File: src/verilog/xv_video_pkg.sv
// video side constants, pixel widths and palette word layout

package xv_video_pkg;

    // colour channel and pixel widths
    localparam int CHAN_W    = 4;             // bits per r/g/b channel
    localparam int RGB_W     = 3 * CHAN_W;    // packed r,g,b
    localparam int XRGB_W    = 16;            // one palette word

    // palette geometry
    localparam int PAL_DEPTH = 16;            // entries per playfield palette
    localparam int PAL_IDX_W = 4;             // log2 of PAL_DEPTH

    // pixel in -> rgb out, lookup stage + blend stage
    localparam int PIPE_LAT  = 2;

    // blend mode = {A flag, B alpha}
    localparam int BLEND_W = 3;
    localparam logic [BLEND_W-1:0] BLEND_A         = 3'b0_00;  // B transparent
    localparam logic [BLEND_W-1:0] BLEND_ADD_CLAMP = 3'b0_01;  // additive, saturating
    localparam logic [BLEND_W-1:0] BLEND_AVERAGE   = 3'b0_10;  // 50/50 mix
    localparam logic [BLEND_W-1:0] BLEND_B         = 3'b0_11;  // B opaque
    localparam logic [BLEND_W-1:0] BLEND_AND       = 3'b1_00;  // logical and
    localparam logic [BLEND_W-1:0] BLEND_SUB_CLAMP = 3'b1_01;  // subtractive, floor 0
    localparam logic [BLEND_W-1:0] BLEND_OR        = 3'b1_10;  // logical or
    localparam logic [BLEND_W-1:0] BLEND_ADD_WRAP  = 3'b1_11;  // offset, mod 16

    // palette word, read differently for playfield A and playfield B
    typedef union packed {
        struct packed {
            logic             flag;   // selects logic blend group
            logic [2:0]       spare;
            logic [RGB_W-1:0] rgb;    // r[11:8] g[7:4] b[3:0]
        } a_view;
        struct packed {
            logic [1:0]       alpha;  // blend amount of B over A
            logic [1:0]       spare;
            logic [RGB_W-1:0] rgb;
        } b_view;
    } xrgb_t;

endpackage

File: src/verilog/xv_bus_pkg.sv
// cpu register port numbering and interrupt layout

package xv_bus_pkg;

    // bus geometry
    localparam int REG_NUM_W  = 4;    // bus_reg_num_i width
    localparam int BUS_DATA_W = 8;    // byte wide data bus
    localparam int BUS_WORD_W = 16;   // even+odd byte pair

    // register numbers
    localparam logic [REG_NUM_W-1:0] REG_COLOR_ADDR  = 4'd0;  // [4] pal B, [3:0] index
    localparam logic [REG_NUM_W-1:0] REG_COLOR_DATA  = 4'd1;  // palette word, auto inc
    localparam logic [REG_NUM_W-1:0] REG_INTR_MASK   = 4'd2;  // enable per intr bit
    localparam logic [REG_NUM_W-1:0] REG_INTR_CLEAR  = 4'd3;  // write 1 to clear
    localparam logic [REG_NUM_W-1:0] REG_INTR_FORCE  = 4'd4;  // write 1 to raise
    localparam logic [REG_NUM_W-1:0] REG_INTR_STATUS = 4'd5;  // pending bits, read only

    // palette address fields inside COLOR_ADDR
    localparam int COLOR_ADDR_SEL_BIT = 4;

    // interrupt sources
    localparam int INTR_W     = 4;    // number of interrupt bits
    localparam int INTR_VSYNC = 0;    // vsync rising edge source

endpackage

File: src/verilog/bus_regs.sv
`default_nettype none
`timescale 1ns/1ns

// byte wide cpu port, turns even/odd byte pairs into register words
module bus_regs (
    input  wire logic                                clk,
    input  wire logic                                reset_i,
    input  wire logic                                bus_cs_n_i,     // one clock low per access
    input  wire logic                                bus_rd_nwr_i,   // 1 = read
    input  wire logic [xv_bus_pkg::REG_NUM_W-1:0]    bus_reg_num_i,
    input  wire logic                                bus_bytesel_i,  // 0 = even (high) byte
    input  wire logic [xv_bus_pkg::BUS_DATA_W-1:0]   bus_data_i,
    output logic      [xv_bus_pkg::BUS_DATA_W-1:0]   bus_data_o,
    output logic                                     pal_wr_o,       // one cycle write pulse
    output logic                                     pal_sel_o,      // 1 = palette B
    output logic      [xv_video_pkg::PAL_IDX_W-1:0]  pal_idx_o,
    output logic      [xv_video_pkg::XRGB_W-1:0]     pal_data_o,
    output logic      [xv_bus_pkg::INTR_W-1:0]       intr_mask_o,
    output logic      [xv_bus_pkg::INTR_W-1:0]       intr_clear_o,   // pulse
    output logic      [xv_bus_pkg::INTR_W-1:0]       intr_force_o,   // pulse
    input  wire logic [xv_bus_pkg::INTR_W-1:0]       intr_status_i
);

logic [xv_bus_pkg::BUS_DATA_W-1:0]  hi_byte;       // latched even byte
logic [xv_bus_pkg::BUS_WORD_W-1:0]  wr_word;       // full word on odd write
logic [xv_bus_pkg::BUS_WORD_W-1:0]  rd_word;       // selected register for reads
logic                               wr_even;
logic                               wr_commit;
logic                               rd_strobe;
logic                               addr_sel;      // current palette select
logic [xv_video_pkg::PAL_IDX_W-1:0] addr_idx;      // current palette index

assign wr_even   = !bus_cs_n_i && !bus_rd_nwr_i && !bus_bytesel_i;
assign wr_commit = !bus_cs_n_i && !bus_rd_nwr_i &&  bus_bytesel_i;
assign rd_strobe = !bus_cs_n_i &&  bus_rd_nwr_i;
assign wr_word   = {hi_byte, bus_data_i};          // odd byte completes the word

// readable registers, others read as zero
always_comb begin
    rd_word = '0;
    case (bus_reg_num_i)
        xv_bus_pkg::REG_COLOR_ADDR: begin
            rd_word[xv_bus_pkg::COLOR_ADDR_SEL_BIT]    = addr_sel;
            rd_word[xv_video_pkg::PAL_IDX_W-1:0]       = addr_idx;
        end
        xv_bus_pkg::REG_INTR_MASK:   rd_word[xv_bus_pkg::INTR_W-1:0] = intr_mask_o;
        xv_bus_pkg::REG_INTR_STATUS: rd_word[xv_bus_pkg::INTR_W-1:0] = intr_status_i;
        default:                     rd_word = '0;
    endcase
end

// high byte latch and palette write payload
always_ff @(posedge clk) begin
    if (wr_even) begin
        hi_byte <= bus_data_i;
    end
    if (wr_commit && bus_reg_num_i == xv_bus_pkg::REG_COLOR_DATA) begin
        pal_sel_o  <= addr_sel;                    // address before increment
        pal_idx_o  <= addr_idx;
        pal_data_o <= wr_word;
    end
end

always_ff @(posedge clk) begin
    if (reset_i) begin
        pal_wr_o     <= 1'b0;
        intr_clear_o <= '0;
        intr_force_o <= '0;
        intr_mask_o  <= '0;
        addr_sel     <= 1'b0;
        addr_idx     <= '0;
        bus_data_o   <= '0;
    end else begin
        // pulses drop after one cycle
        pal_wr_o     <= 1'b0;
        intr_clear_o <= '0;
        intr_force_o <= '0;

        if (wr_commit) begin
            case (bus_reg_num_i)
                xv_bus_pkg::REG_COLOR_ADDR: begin
                    addr_sel <= wr_word[xv_bus_pkg::COLOR_ADDR_SEL_BIT];
                    addr_idx <= wr_word[xv_video_pkg::PAL_IDX_W-1:0];
                end
                xv_bus_pkg::REG_COLOR_DATA: begin
                    pal_wr_o <= 1'b1;
                    addr_idx <= addr_idx + 1'b1;   // wraps inside the palette
                end
                xv_bus_pkg::REG_INTR_MASK:  intr_mask_o  <= wr_word[xv_bus_pkg::INTR_W-1:0];
                xv_bus_pkg::REG_INTR_CLEAR: intr_clear_o <= wr_word[xv_bus_pkg::INTR_W-1:0];
                xv_bus_pkg::REG_INTR_FORCE: intr_force_o <= wr_word[xv_bus_pkg::INTR_W-1:0];
                default: ;                         // status is read only
            endcase
        end

        // read byte held until next read
        if (rd_strobe) begin
            bus_data_o <= bus_bytesel_i ? rd_word[7:0] : rd_word[15:8];
        end
    end
end

endmodule
`default_nettype wire

File: src/verilog/color_lookup.sv
`default_nettype none
`timescale 1ns/1ns

// two palette rams, one shared write port, parallel read of A and B
module color_lookup (
    input  wire logic                                clk,
    input  wire logic                                reset_i,
    input  wire logic                                pal_wr_i,
    input  wire logic                                pal_sel_i,   // 0 = A, 1 = B
    input  wire logic [xv_video_pkg::PAL_IDX_W-1:0]  pal_idx_i,
    input  wire logic [xv_video_pkg::XRGB_W-1:0]     pal_data_i,
    input  wire logic [xv_video_pkg::PAL_IDX_W-1:0]  idx_a_i,     // playfield A index
    input  wire logic [xv_video_pkg::PAL_IDX_W-1:0]  idx_b_i,     // playfield B index
    input  wire logic                                de_i,
    input  wire logic                                hsync_i,
    input  wire logic                                vsync_i,
    output xv_video_pkg::xrgb_t                      color_a_o,
    output xv_video_pkg::xrgb_t                      color_b_o,
    output logic                                     de_o,
    output logic                                     hsync_o,
    output logic                                     vsync_o
);

xv_video_pkg::xrgb_t pal_a [xv_video_pkg::PAL_DEPTH];   // playfield A colours
xv_video_pkg::xrgb_t pal_b [xv_video_pkg::PAL_DEPTH];   // playfield B colours

// write then read, read returns old word on same-edge collision
always_ff @(posedge clk) begin
    if (pal_wr_i && !pal_sel_i) begin
        pal_a[pal_idx_i] <= pal_data_i;
    end
    color_a_o <= pal_a[idx_a_i];
end

always_ff @(posedge clk) begin
    if (pal_wr_i && pal_sel_i) begin
        pal_b[pal_idx_i] <= pal_data_i;
    end
    color_b_o <= pal_b[idx_b_i];
end

// timing signals follow the ram latency
always_ff @(posedge clk) begin
    if (reset_i) begin
        de_o    <= 1'b0;
        hsync_o <= 1'b0;
        vsync_o <= 1'b0;
    end else begin
        de_o    <= de_i;
        hsync_o <= hsync_i;
        vsync_o <= vsync_i;
    end
end

endmodule
`default_nettype wire

File: src/verilog/playfield_blend.sv
`default_nettype none
`timescale 1ns/1ns

// mixes playfield B over playfield A, registers rgb and syncs
module playfield_blend (
    input  wire logic                             clk,
    input  wire logic                             reset_i,
    input  wire xv_video_pkg::xrgb_t              color_a_i,   // bottom playfield
    input  wire xv_video_pkg::xrgb_t              color_b_i,   // top playfield
    input  wire logic                             de_i,
    input  wire logic                             hsync_i,
    input  wire logic                             vsync_i,
    output logic      [xv_video_pkg::CHAN_W-1:0]  red_o,
    output logic      [xv_video_pkg::CHAN_W-1:0]  green_o,
    output logic      [xv_video_pkg::CHAN_W-1:0]  blue_o,
    output logic                                  hsync_o,
    output logic                                  vsync_o,
    output logic                                  dv_de_o
);

// one channel of one mode
function automatic logic [xv_video_pkg::CHAN_W-1:0] blend_chan(
    input logic [xv_video_pkg::BLEND_W-1:0] mode,
    input logic [xv_video_pkg::CHAN_W-1:0]  a,
    input logic [xv_video_pkg::CHAN_W-1:0]  b
);
    logic [xv_video_pkg::CHAN_W:0]   sum;    // carry in msb
    logic [xv_video_pkg::CHAN_W:0]   diff;   // borrow in msb
    logic [xv_video_pkg::CHAN_W-1:0] res;
    sum  = {1'b0, a} + {1'b0, b};
    diff = {1'b0, a} - {1'b0, b};
    case (mode)
        xv_video_pkg::BLEND_A:         res = a;
        xv_video_pkg::BLEND_ADD_CLAMP: res = sum[xv_video_pkg::CHAN_W] ? '1 : sum[3:0];
        xv_video_pkg::BLEND_AVERAGE:   res = sum[xv_video_pkg::CHAN_W:1];   // floor of half
        xv_video_pkg::BLEND_B:         res = b;
        xv_video_pkg::BLEND_AND:       res = a & b;
        xv_video_pkg::BLEND_SUB_CLAMP: res = diff[xv_video_pkg::CHAN_W] ? '0 : diff[3:0];
        xv_video_pkg::BLEND_OR:        res = a | b;
        default:                       res = sum[3:0];                      // add modulo 16
    endcase
    return res;
endfunction

logic [xv_video_pkg::BLEND_W-1:0] mode;
logic [xv_video_pkg::RGB_W-1:0]   rgb_a;
logic [xv_video_pkg::RGB_W-1:0]   rgb_b;

assign mode  = {color_a_i.a_view.flag, color_b_i.b_view.alpha};  // A group, B amount
assign rgb_a = color_a_i.a_view.rgb;
assign rgb_b = color_b_i.b_view.rgb;

always_ff @(posedge clk) begin
    if (reset_i) begin
        red_o   <= '0;
        green_o <= '0;
        blue_o  <= '0;
        hsync_o <= 1'b0;
        vsync_o <= 1'b0;
        dv_de_o <= 1'b0;
    end else begin
        if (de_i) begin
            red_o   <= blend_chan(mode, rgb_a[11:8], rgb_b[11:8]);
            green_o <= blend_chan(mode, rgb_a[7:4],  rgb_b[7:4]);
            blue_o  <= blend_chan(mode, rgb_a[3:0],  rgb_b[3:0]);
        end else begin
            red_o   <= '0;                         // blanking is black
            green_o <= '0;
            blue_o  <= '0;
        end
        hsync_o <= hsync_i;
        vsync_o <= vsync_i;
        dv_de_o <= de_i;
    end
end

endmodule
`default_nettype wire

File: src/verilog/intr_ctrl.sv
`default_nettype none
`timescale 1ns/1ns

// interrupt pending status and cpu interrupt pulse
module intr_ctrl (
    input  wire logic                           clk,
    input  wire logic                           reset_i,
    input  wire logic                           vsync_i,       // raw pixel vsync
    input  wire logic [xv_bus_pkg::INTR_W-1:0]  intr_mask_i,
    input  wire logic [xv_bus_pkg::INTR_W-1:0]  intr_clear_i,
    input  wire logic [xv_bus_pkg::INTR_W-1:0]  intr_force_i,
    output logic      [xv_bus_pkg::INTR_W-1:0]  intr_status_o,
    output logic                                bus_intr_o     // one cycle strobe
);

logic                          vsync_1;       // sampled vsync
logic                          vsync_2;       // previous sample
logic [xv_bus_pkg::INTR_W-1:0] intr_signal;   // new events this cycle

// vsync edge lines up with force pulse timing
always_comb begin
    intr_signal = intr_force_i;
    intr_signal[xv_bus_pkg::INTR_VSYNC] = intr_force_i[xv_bus_pkg::INTR_VSYNC]
                                          | (vsync_1 & ~vsync_2);
end

always_ff @(posedge clk) begin
    if (reset_i) begin
        vsync_1       <= 1'b0;
        vsync_2       <= 1'b0;
        intr_status_o <= '0;
        bus_intr_o    <= 1'b0;
    end else begin
        vsync_1       <= vsync_i;
        vsync_2       <= vsync_1;
        bus_intr_o    <= |(intr_signal & intr_mask_i & ~intr_status_o);  // only if not pending
        intr_status_o <= (intr_status_o | intr_signal) & ~intr_clear_i;
    end
end

endmodule
`default_nettype wire

File: src/verilog/xv_compositor.sv
`default_nettype none
`timescale 1ns/1ns

// two playfield compositor with cpu register port
module xv_compositor (
    input  wire logic                                clk,
    input  wire logic                                reset_i,
    input  wire logic                                bus_cs_n_i,
    input  wire logic                                bus_rd_nwr_i,
    input  wire logic [xv_bus_pkg::REG_NUM_W-1:0]    bus_reg_num_i,
    input  wire logic                                bus_bytesel_i,
    input  wire logic [xv_bus_pkg::BUS_DATA_W-1:0]   bus_data_i,
    output logic      [xv_bus_pkg::BUS_DATA_W-1:0]   bus_data_o,
    input  wire logic [xv_video_pkg::PAL_IDX_W-1:0]  idx_a_i,
    input  wire logic [xv_video_pkg::PAL_IDX_W-1:0]  idx_b_i,
    input  wire logic                                de_i,
    input  wire logic                                hsync_i,
    input  wire logic                                vsync_i,
    output logic      [xv_video_pkg::CHAN_W-1:0]     red_o,
    output logic      [xv_video_pkg::CHAN_W-1:0]     green_o,
    output logic      [xv_video_pkg::CHAN_W-1:0]     blue_o,
    output logic                                     hsync_o,
    output logic                                     vsync_o,
    output logic                                     dv_de_o,
    output logic                                     bus_intr_o
);

// palette write port
logic                               pal_wr;
logic                               pal_sel;
logic [xv_video_pkg::PAL_IDX_W-1:0] pal_idx;
logic [xv_video_pkg::XRGB_W-1:0]    pal_data;
// interrupt controls
logic [xv_bus_pkg::INTR_W-1:0]      intr_mask;
logic [xv_bus_pkg::INTR_W-1:0]      intr_clear;
logic [xv_bus_pkg::INTR_W-1:0]      intr_force;
logic [xv_bus_pkg::INTR_W-1:0]      intr_status;
// lookup stage -> blend stage
xv_video_pkg::xrgb_t                color_a;
xv_video_pkg::xrgb_t                color_b;
logic                               lk_de;
logic                               lk_hsync;
logic                               lk_vsync;

bus_regs u_bus_regs (
    .clk(clk), .reset_i(reset_i),
    .bus_cs_n_i(bus_cs_n_i), .bus_rd_nwr_i(bus_rd_nwr_i),
    .bus_reg_num_i(bus_reg_num_i), .bus_bytesel_i(bus_bytesel_i),
    .bus_data_i(bus_data_i), .bus_data_o(bus_data_o),
    .pal_wr_o(pal_wr), .pal_sel_o(pal_sel), .pal_idx_o(pal_idx), .pal_data_o(pal_data),
    .intr_mask_o(intr_mask), .intr_clear_o(intr_clear), .intr_force_o(intr_force),
    .intr_status_i(intr_status)
);

color_lookup u_color_lookup (
    .clk(clk), .reset_i(reset_i),
    .pal_wr_i(pal_wr), .pal_sel_i(pal_sel), .pal_idx_i(pal_idx), .pal_data_i(pal_data),
    .idx_a_i(idx_a_i), .idx_b_i(idx_b_i),
    .de_i(de_i), .hsync_i(hsync_i), .vsync_i(vsync_i),
    .color_a_o(color_a), .color_b_o(color_b),
    .de_o(lk_de), .hsync_o(lk_hsync), .vsync_o(lk_vsync)
);

playfield_blend u_playfield_blend (
    .clk(clk), .reset_i(reset_i),
    .color_a_i(color_a), .color_b_i(color_b),
    .de_i(lk_de), .hsync_i(lk_hsync), .vsync_i(lk_vsync),
    .red_o(red_o), .green_o(green_o), .blue_o(blue_o),
    .hsync_o(hsync_o), .vsync_o(vsync_o), .dv_de_o(dv_de_o)
);

// raw vsync, edge detect inside
intr_ctrl u_intr_ctrl (
    .clk(clk), .reset_i(reset_i),
    .vsync_i(vsync_i),
    .intr_mask_i(intr_mask), .intr_clear_i(intr_clear), .intr_force_i(intr_force),
    .intr_status_o(intr_status), .bus_intr_o(bus_intr_o)
);

endmodule
`default_nettype wire

File: config.mk
export PLATFORM = sky130hd
export DESIGN_NAME = xv_compositor
export DESIGN_NICKNAME = d
export VERILOG_FILES = /design/src/verilog/xv_video_pkg.sv /design/src/verilog/xv_bus_pkg.sv /design/src/verilog/bus_regs.sv /design/src/verilog/color_lookup.sv /design/src/verilog/playfield_blend.sv /design/src/verilog/intr_ctrl.sv /design/src/verilog/xv_compositor.sv
export SDC_FILE = /design/constraint.sdc
export NUM_CORES = 1
export LEC_CHECK = 0
export BUFFER_PORTS_ARGS = -buffer_cell sky130_fd_sc_hd__buf_2
export CAP_MARGIN = 20
export CORE_MARGIN = 8
export CORE_UTILIZATION = 60
export DETAILED_ROUTE_END_ITERATION = 16
export GPL_TIMING_DRIVEN = 0
export MAX_ROUTING_LAYER = met4
export PLACE_DENSITY = 0.87
export SYNTH_ARGS = -nofsm -noshare
export SYNTH_HDL_FRONTEND = slang
export SYNTH_HIERARCHICAL = 1
export SYNTH_SLANG_ARGS = --single-unit
File: constraint.sdc
create_clock -name clk -period 5.8 [get_ports clk]
set_clock_uncertainty 0.1 [all_clocks]
set_input_delay 1.45 -clock clk [delete_from_list [all_inputs] [get_ports clk]]
set_output_delay 1.45 -clock clk [all_outputs]
set_load 0.005 [all_outputs]
Word-level counts from Yosys, hierarchy flattened
Memories as Yosys holds them, arrays and structs flattened. A register that Yosys moved wholly into a read port is not among the register bits.
Cells that the tools add are included.
- div/mod/pow operators: 0
- equal/unequal tests: 11
- reduce and logical (&&, ||, !) cells: 22
- multiplexer cells: 18
- shift-type cells: 0
- $mul: 0
- bitwise operators: 19
- add/sub/neg operators: 7
- $lt $le $gt $ge: 0
- operator list (operator ; number):
    case mux 4 bit (7 select lines) ; 3
    bitwise AND 4 bit ; 6
    2-to-1 mux 4 bit ; 6
    bitwise OR 4 bit ; 4
    adder 4 x 4 -> 5 bit ; 3
    subtractor 4 x 4 -> 5 bit ; 3
    case mux 4 bit (3 select lines) ; 1
    equality test 3 bit (second input constant) ; 3
    equality test 4 x 2 -> 1 bit (second input constant) ; 2
    equality test 4 x 3 -> 1 bit (second input constant) ; 2
    inverter 4 bit ; 2
    case mux 4 bit (2 select lines) ; 1
    logical AND 1 bit ; 7
    equality test 3 x 2 -> 1 bit (second input constant) ; 2
    2-to-1 mux 1 bit ; 6
    AND reduction 2 bit ; 3
    OR reduction 3 bit ; 2
    2-to-1 mux 5 bit ; 1
    inverter 1 bit ; 5
    adder 4 x 1 -> 4 bit (second input constant) ; 1
    equality test 4 x 1 -> 1 bit (second input constant) ; 1
    zero test 1 bit ; 4
    zero test 4 bit ; 1
    OR reduction 2 bit ; 2
    other kinds (6) ; 6
- bits in read-only memories: 0
- word-level logic and storage cells: 101
- bits in writable memories: 512
- output and inout port bits: 24
- input port bits: 28
- bits in registers: 78
- latch bits: 0
- memories: 2
- memories (name ; words ; bits a word ; read ports ; clocked after memory_dff ; wr ports ; line ; text):
    u_color_lookup.pal_a ; 16 ; 16 ; 1 ; 1 ; 1 ; color_lookup.sv:24 ; xv_video_pkg::xrgb_t pal_a [xv_video_pkg::PAL_DEPTH];
    u_color_lookup.pal_b ; 16 ; 16 ; 1 ; 1 ; 1 ; color_lookup.sv:25 ; xv_video_pkg::xrgb_t pal_b [xv_video_pkg::PAL_DEPTH];

Longest topological paths before layout
Gate-level depths: netlist (run 1).
- depth in word-level cells: 6
- depth in mapped cells: 8
- depth with buffers taken out: 8

Hierarchy
The synthesis (run 1) kept the hierarchy.
- by module, submodules not included (module ; area an instance (sq um) ; cells an instance ; instances ; seq. area each (sq um)):
    color_lookup ; 20200.6 ; 877 ; 1 ; 16075.4
    playfield_blend ; 2219.6 ; 279 ; 1 ; 300.3
    bus_regs ; 1919.3 ; 147 ; 1 ; 1331.3
    intr_ctrl ; 247.7 ; 26 ; 1 ; 140.1

Least setup slack after synthesis (run 1)
Ideal clock, no wire load.
- kind: in2reg
- from: input bus_reg_num_i[2] (netlist name)
- to: register u_bus_regs/addr_idx[3] (netlist name)
- stages on the path: 6
- slack: 2072 ps
- library setup time: 134 ps
- data required time: 5566 ps
- path buffers: 2
- arrival time: 3495 ps
- cell sequence: buf_6 or4b_4 buf_6 nor2_1 a31o_2 nor4_1
- word-level cells in the longest chain between the ends: 3
- elaborated cells on any way between the ends: 5
- classes of those cells: eq/ne (1); mux (1); reduce/logical (3)
- ends and longest elaborated chain (what ; line ; text):
    start: declaration ; xv_compositor.sv:10 ; input wire logic [xv_bus_pkg::REG_NUM_W-1:0] bus_reg_num_i,
    equality test 4 x 1 -> 1 bit or zero test 4 bit (tied branches) ; bus_regs.sv:80 ; case (bus_reg_num_i)
    nonzero test 2 bit (no source line) ; -- ;
    AND reduction 2 bit (no source line) ; -- ;
    end signal: assignment ; bus_regs.sv:83 ; addr_idx <= wr_word[xv_video_pkg::PAL_IDX_W-1:0];
    end signal: assignment ; bus_regs.sv:87 ; addr_idx <= addr_idx + 1'b1;
    end: declaration ; bus_regs.sv:31 ; logic [xv_video_pkg::PAL_IDX_W-1:0] addr_idx;
Several ways; a longest one is shown, not always the timed one.
A chain may end at the register's enable or synchronous reset.

Worst setup path after layout (run 1)
- from: input bus_reg_num_i[2] (netlist name)
- to: register u_bus_regs/pal_data_o[7] (netlist name), enable pin
- word-level cells in the longest chain between the ends: 2
- ends and longest elaborated chain (what ; line ; text):
    equality test 4 x 1 -> 1 bit ; bus_regs.sv:57 ; if (wr_commit && bus_reg_num_i == xv_bus_pkg::REG_COLOR_DATA) begin
    logical AND 1 bit ; bus_regs.sv:57 ;
    end signal: assignment ; bus_regs.sv:60 ; pal_data_o <= wr_word;
    end: declaration ; bus_regs.sv:17 ; output logic [xv_video_pkg::XRGB_W-1:0] pal_data_o,
No other way between the ends.

==> results of run 1 <==
[per-layer routing]
metal	share of wire	GRT usage	vias up	wire length [µm]
met5	0	-	-	0
met4	0.031	0.0858	0	1710
met3	0.11	0.0504	147	5830
met2	0.51	0.417	1038	27600
met1	0.36	0.319	6233	19500
li1	-	-	5056	-
[metrics by stage]
| stage | utilization | setup WS, ns | instance area, µm² | total power, mW |
|---|---|---|---|---|
| finish | 0.692 | 2.74 | 24500 | 8.06 |
| floorplan | - | 2.16 | 21400 | 4.62 |
| global route | 0.692 | 2.72 | 24500 | 8.26 |
| CTS | 0.687 | 2.79 | 24300 | 8.04 |
| global placement | 0.628 | 1.75 | 22200 | 4.77 |
| detailed placement | 0.639 | 2.19 | 22600 | 4.78 |
[layout by cell type, fill, tap and decap left out, types with 7 or more instances in the layout]
cell       count
and2_1        14
clkbuf_1      33
dfxtp_1       75
nor3_2         9
a31oi_1        7
ha_1          39
buf_4         16
nand2_1       59
o21ai_0       13
a21oi_1       31
xnor2_1        9
inv_1         36
nor2b_1       17
nor2_1        56
edfxtp_1     457
mux4_1        20
mux4_2        89
nand2b_1      13
nand3_1        7
and3_1         7
clkbuf_8       9
buf_2         56
clkinv_2      10
buf_6         40
mux2i_1       12
a22oi_1       56
clkbuf_16     53
nor3_1        19
[critical path: stages]
cell and delay (ns):
buf_2 0.11, buf_6 0.13, or4b_4 0.50, buf_6 0.16, nor2_1 0.61, buf_6 0.27
[worst max path at each step]
stage	start	endpoint	slack [ns]	depth (start not counted)
2_1_floorplan	bus_reg_num_i[2]	u_bus_regs/addr_idx[3]	2.16	6
4_1_cts	bus_reg_num_i[2]	u_bus_regs/pal_data_o[9]	2.79	6
5_1_grt	bus_reg_num_i[2]	u_bus_regs/pal_data_o[9]	2.72	6
3_5_place_dp	bus_reg_num_i[2]	u_bus_regs/pal_data_o[9]	2.19	6
6_report	bus_reg_num_i[2]	u_bus_regs/pal_data_o[7]	2.74	6
3_3_place_gp	bus_reg_num_i[2]	u_bus_regs/addr_idx[3]	1.75	7
[where the power goes]
group          switching, mW  leakage (nW)  internal, mW
Combinational          0.320          2.90         0.235
Sequential            0.0316          4.73          4.13
Clock                   1.43         0.830          1.92
[state kept, by name, indices dropped and copies added (netlist names), 4 cells and up]
register	cells
u_playfield_blend/green_o	4
u_playfield_blend/blue_o	4
u_bus_regs/bus_data_o	5
u_bus_regs/intr_clear_o	4
u_intr_ctrl/intr_status_o	4
u_bus_regs/intr_force_o	4
u_playfield_blend/red_o	4
u_color_lookup/color_a_o	13
u_color_lookup/pal_a	208
u_color_lookup/pal_b	224
u_bus_regs/hi_byte	6
u_bus_regs/addr_idx	4
u_bus_regs/intr_mask_o	4
u_bus_regs/pal_idx_o	4
u_color_lookup/color_b_o	14
u_bus_regs/pal_data_o	14
[cell type report]
cell class                      count  share of cell area
Antenna cell                        2            0.000204
Buffer                             66              0.0168
Clock buffer                       72              0.0608
Clock inverter                     22             0.00767
Inverter                           38             0.00583
Multi-Input combinational cell    571               0.232
Sequential cell                   532               0.622
Tap cell                          461              0.0236
Timing Repair Buffer               85              0.0308
==> results.cfg, run 1 <==
[timing]
max_freq_mhz = 327
holdWs_ns = 0.280
rsz0062_at_grt = no
period_share = 0.528
tns_ns = 0
finalSetupViolations = 0
timing.slew.headroom = 0.135
final_hold_viol_count = 0
drv_slew = 0
min_period_ns = 3.06
worst_slew_pin_slew_ns = 1.29

[clocking]
ctsResizeCount = 0
cts_max_level = 2
cts_buffers = 50
holdBufCountCts = 0
post_cts_buffers = 0
clk_latency_ns = 0.57
cts-root-buf = clkbuf_16
cts_tree = done
clockBufferDepth = 3
path_clk_slew_ns = 0.07
cts.sinks = 532

[setup_path]
critPathArrivalTime_ns = 3.23
reg2regPathDepth = 4
crit_fanout = 12
critPathCaptureType = flop
timing.rr.end = u_color_lookup/pal_b[10][0]
critPathKind = primary input to flop
start_kind = primary input
rrSetupSlack_ns = 2.94
cp.required_ns = 5.97
reg2reg_from = u_bus_regs/pal_idx_o[1]

[floorplan]
dieArea_mm2 = 0.0420
coreArea_mm2 = 0.0354
start_util = 0.605
ios = 52
die-height_um = 205
fp.dieW_um = 205
fp-row-count = 69

[route]
ant_nets = 0
routed_wirelength_um = 54600
drt-pass1-iter-count = 5
drt_iter0_drc = 1907
routed_via_density = 6.75
route.detailed.drc = 0
avgRoutedWirePerCell_um = 29.5
via_count = 12474

[grt]
grt_max_degree = 33
grt.total_usage = 0.255
first_global_vias = 12519
antenna_found_initial = 1
grt_overflow = 0
grt_pass1_wl_um = 77700

[worst_hold_path]
holdCritStartpoint = u_bus_regs/intr_clear_o[1]
hold_path_class = flop to flop
holdPathEnd = u_intr_ctrl/intr_status_o[1]
min_path_cells = 1

[synth]
avgSynthCellArea_um2 = 17.8
yosysWarnings = 6
synthCells = 1205
synth_area_mm2 = 0.0214

[power_and_ir_drop]
leakagePower_nw = 8.46
ir_drop_uv = 244
powerDensity_mw_per_mm2 = 329

[layout]
finalNonFillerCells = 1849
multi_input_area_mm2 = 0.00569
nNetsFinal = 1415
final_layout_size_suffix_gt1_frac = 0.227
areaGrowthSynthToFinish_pct = 14.3
nFillCells = 2026
seq_area_mm2 = 0.0152

[run]
drv_cap = 0

[status]
status = finished clean

[place]
dp_hpwl_um = 31900
dp.cells = 1745
portBuffers = 44
gp_congestion = 0.905
Note: power is estimated with default switching activity, not from simulation.
==> inputs of run 2 (changes only) <==
--- a/config.mk
+++ b/config.mk
@@ -5,14 +5,15 @@
 export SDC_FILE = /design/constraint.sdc
 export NUM_CORES = 1
 export LEC_CHECK = 0
+export ABC_AREA = 1
 export BUFFER_PORTS_ARGS = -buffer_cell sky130_fd_sc_hd__buf_2
 export CAP_MARGIN = 20
 export CORE_MARGIN = 8
-export CORE_UTILIZATION = 60
+export CORE_UTILIZATION = 57
 export DETAILED_ROUTE_END_ITERATION = 16
 export GPL_TIMING_DRIVEN = 0
 export MAX_ROUTING_LAYER = met4
-export PLACE_DENSITY = 0.87
+export PLACE_DENSITY = 0.86
 export SYNTH_ARGS = -nofsm -noshare
 export SYNTH_HDL_FRONTEND = slang
 export SYNTH_HIERARCHICAL = 1
==> constraint.sdc (replaced) <==
create_clock -name clk -period 2.6 [get_ports clk]
set_clock_uncertainty 0.1 [all_clocks]
set_input_delay 0.65 -clock clk [delete_from_list [all_inputs] [get_ports clk]]
set_output_delay 0.65 -clock clk [all_outputs]
set_load 0.005 [all_outputs]
==> run 2 against run 1 <==
  * Sequential share of layout area fell by 6.5 points
  * Clock-buffer cell count did not move
  * First-iteration DRC count rose by 36%
  * Synthesized cell count rose by 100%
  * Critical endpoint is now u_color_lookup/pal_b[15][5]
  * Highest routed layer unchanged
==> results.cfg, run 2 <==
[floorplan]
coreArea_mm2 = 0.0418
fp-row-count = 75
die-height_um = 221
ios = 52
start_util = 0.575
fp.dieW_um = 221
dieArea_mm2 = 0.0490

[worst_hold_path]
holdCritStartpoint = bus_data_i[5]
min_path_cells = 1
holdPathEnd = u_bus_regs/pal_data_o[5]
hold_path_class = primary input to flop

[clocking]
holdBufCountCts = 0
cts_buffers = 51
ctsResizeCount = 0
cts_tree = done
cts.sinks = 532
clockBufferDepth = 3
path_clk_slew_ns = 0.06
clk_latency_ns = 0.60
cts-root-buf = clkbuf_16
cts_max_level = 2
post_cts_buffers = 0

[synth]
synth_area_mm2 = 0.0240
yosysWarnings = 6
synthCells = 2459
avgSynthCellArea_um2 = 9.77

[grt]
antenna_found_initial = 0
grt_max_degree = 23
grt.total_usage = 0.257
first_global_vias = 17889
grt_pass1_wl_um = 96100
grt_overflow = 0

[layout]
antenna_cells = 0
nNetsFinal = 2671
reg_top3 = u_color_lookup/pal_b x224, u_color_lookup/pal_a x208
layout_common_cells = nand2_1 (691), edfxtp_1 (457), inv_1 (427), nand3_1 (396), nor2_1 (123)
final_util = 0.655
final_layout_size_suffix_gt1_frac = 0.117
top_register = u_color_lookup/pal_b
areaGrowthSynthToFinish_pct = 13.9
largest_reg_flops = 224
layout_commonest_cell = nand2_1

[timing]
finalSetupViolations = 0
drv_slew = 0
worst_slew_pin_slew_ns = 1.11
final_hold_viol_count = 0
tns_ns = 0
max_freq_mhz = 444
min_period_ns = 2.25
timing.slew.headroom = 0.260
period_share = 0.866
rsz0062_at_grt = no

[setup_path]
rrSetupSlack_ns = 0.35
cp.required_ns = 2.79
start_kind = flop
critPathKind = flop to flop
critPathCaptureType = flop
timing.rr.end = u_color_lookup/pal_b[15][5]
reg2reg_from = u_bus_regs/pal_sel_o
reg2regPathDepth = 4
critPathArrivalTime_ns = 2.44
crit_fanout = 10

[place]
dp_hpwl_um = 43300
gp_congestion = 0.948
portBuffers = 43

[route]
ant_nets = 0
route.detailed.drc = 0
routed_wirelength_um = 63000
avgRoutedWirePerCell_um = 19.8
via_count = 18063
drt-pass1-iter-count = 6
drt_iter0_drc = 2594
routed_via_density = 5.68

[power_and_ir_drop]
leakagePower_nw = 12.1
switching_share = 0.231
seq_power_share = 0.496
p_switching_mw = 4.32
p_int_mw = 14.4
powerDensity_mw_per_mm2 = 683
p_clk_frac = 0.420
ir_drop_uv = 559
combPwrFrac = 0.083

[status]
status = finished clean

[run]
drv_cap = 0
-- run 2: changes by cell type in the layout (fill, tap and decap cells not counted), sizes merged, moves of 62 or more --
cell / previous run / this run
buf: 126 / 188
nand3: 7 / 401
inv: 40 / 443
nor2: 58 / 134
nand2: 59 / 702
mux4: 109 / 0
-- run 2: metal layers --
metal,part of all wire,GRT usage,vias to the layer above
met5,0,-,-
met4,0.055,0.139,0
met3,0.11,0.0472,267
met2,0.48,0.424,1242
met1,0.35,0.297,8397
li1,-,-,8157
-- run 2: stage by stage --
stage	power (mW)	hold slack [ns]	setup WS [ns]	cell area (µm²)	cells
floorplan	10.5	0.273	0.561	24000	2461
global placement	10.9	0.275	0.104	24900	3043
detailed placement	11.0	0.291	0.0407	25500	3081
CTS	18.7	0.119	0.178	27300	3177
global route	19.2	0.130	0.281	27400	3182
finish	18.7	0.148	0.348	27400	3182
-- run 2: final cells by class --
| cell class | instances | area, µm² |
|---|---|---|
| Inverter | 441 | 1660 |
| Clock buffer | 72 | 1500 |
| Sequential cell | 532 | 15200 |
| Tap cell | 539 | 674 |
| Buffer | 117 | 795 |
| Multi-Input combinational cell | 1371 | 6360 |
| Clock inverter | 24 | 307 |
| Fill cell | 2877 | 14400 |
| Timing Repair Buffer | 86 | 838 |
-- run 2: power groups by stage --
stage | Clock, mW | Sequential (mW) | Combinational, mW
2_1_floorplan | 0 | 9.44 | 1.05
3_3_place_gp | 0 | 9.46 | 1.45
3_5_place_dp | 0 | 9.46 | 1.50
4_1_cts | 7.90 | 9.28 | 1.52
5_1_grt | 8.18 | 9.28 | 1.70
6_report | 7.86 | 9.28 | 1.56
-- run 2: critical path: stages (launching register included) --
cell	delay, ns
edfxtp_1	0.36
nand2_1	0.23
clkbuf_1	0.33
nor2_1	0.60
buf_4	0.32
-- run 2: worst max path at each step --
stage                             from                     endpoint  slack (ns)  cells after the start
4_1_cts        u_bus_regs/pal_idx_o[1]   u_color_lookup/pal_a[0][3]        0.18                      3
3_3_place_gp                   reset_i   u_playfield_blend/red_o[1]        0.10                      6
5_1_grt           u_bus_regs/pal_sel_o  u_color_lookup/pal_a[15][2]        0.28                      5
6_report          u_bus_regs/pal_sel_o  u_color_lookup/pal_b[15][5]        0.35                      4
2_1_floorplan         bus_reg_num_i[1]     u_bus_regs/pal_data_o[0]        0.56                      4
3_5_place_dp          bus_reg_num_i[0]       u_bus_regs/addr_idx[1]        0.04                      8
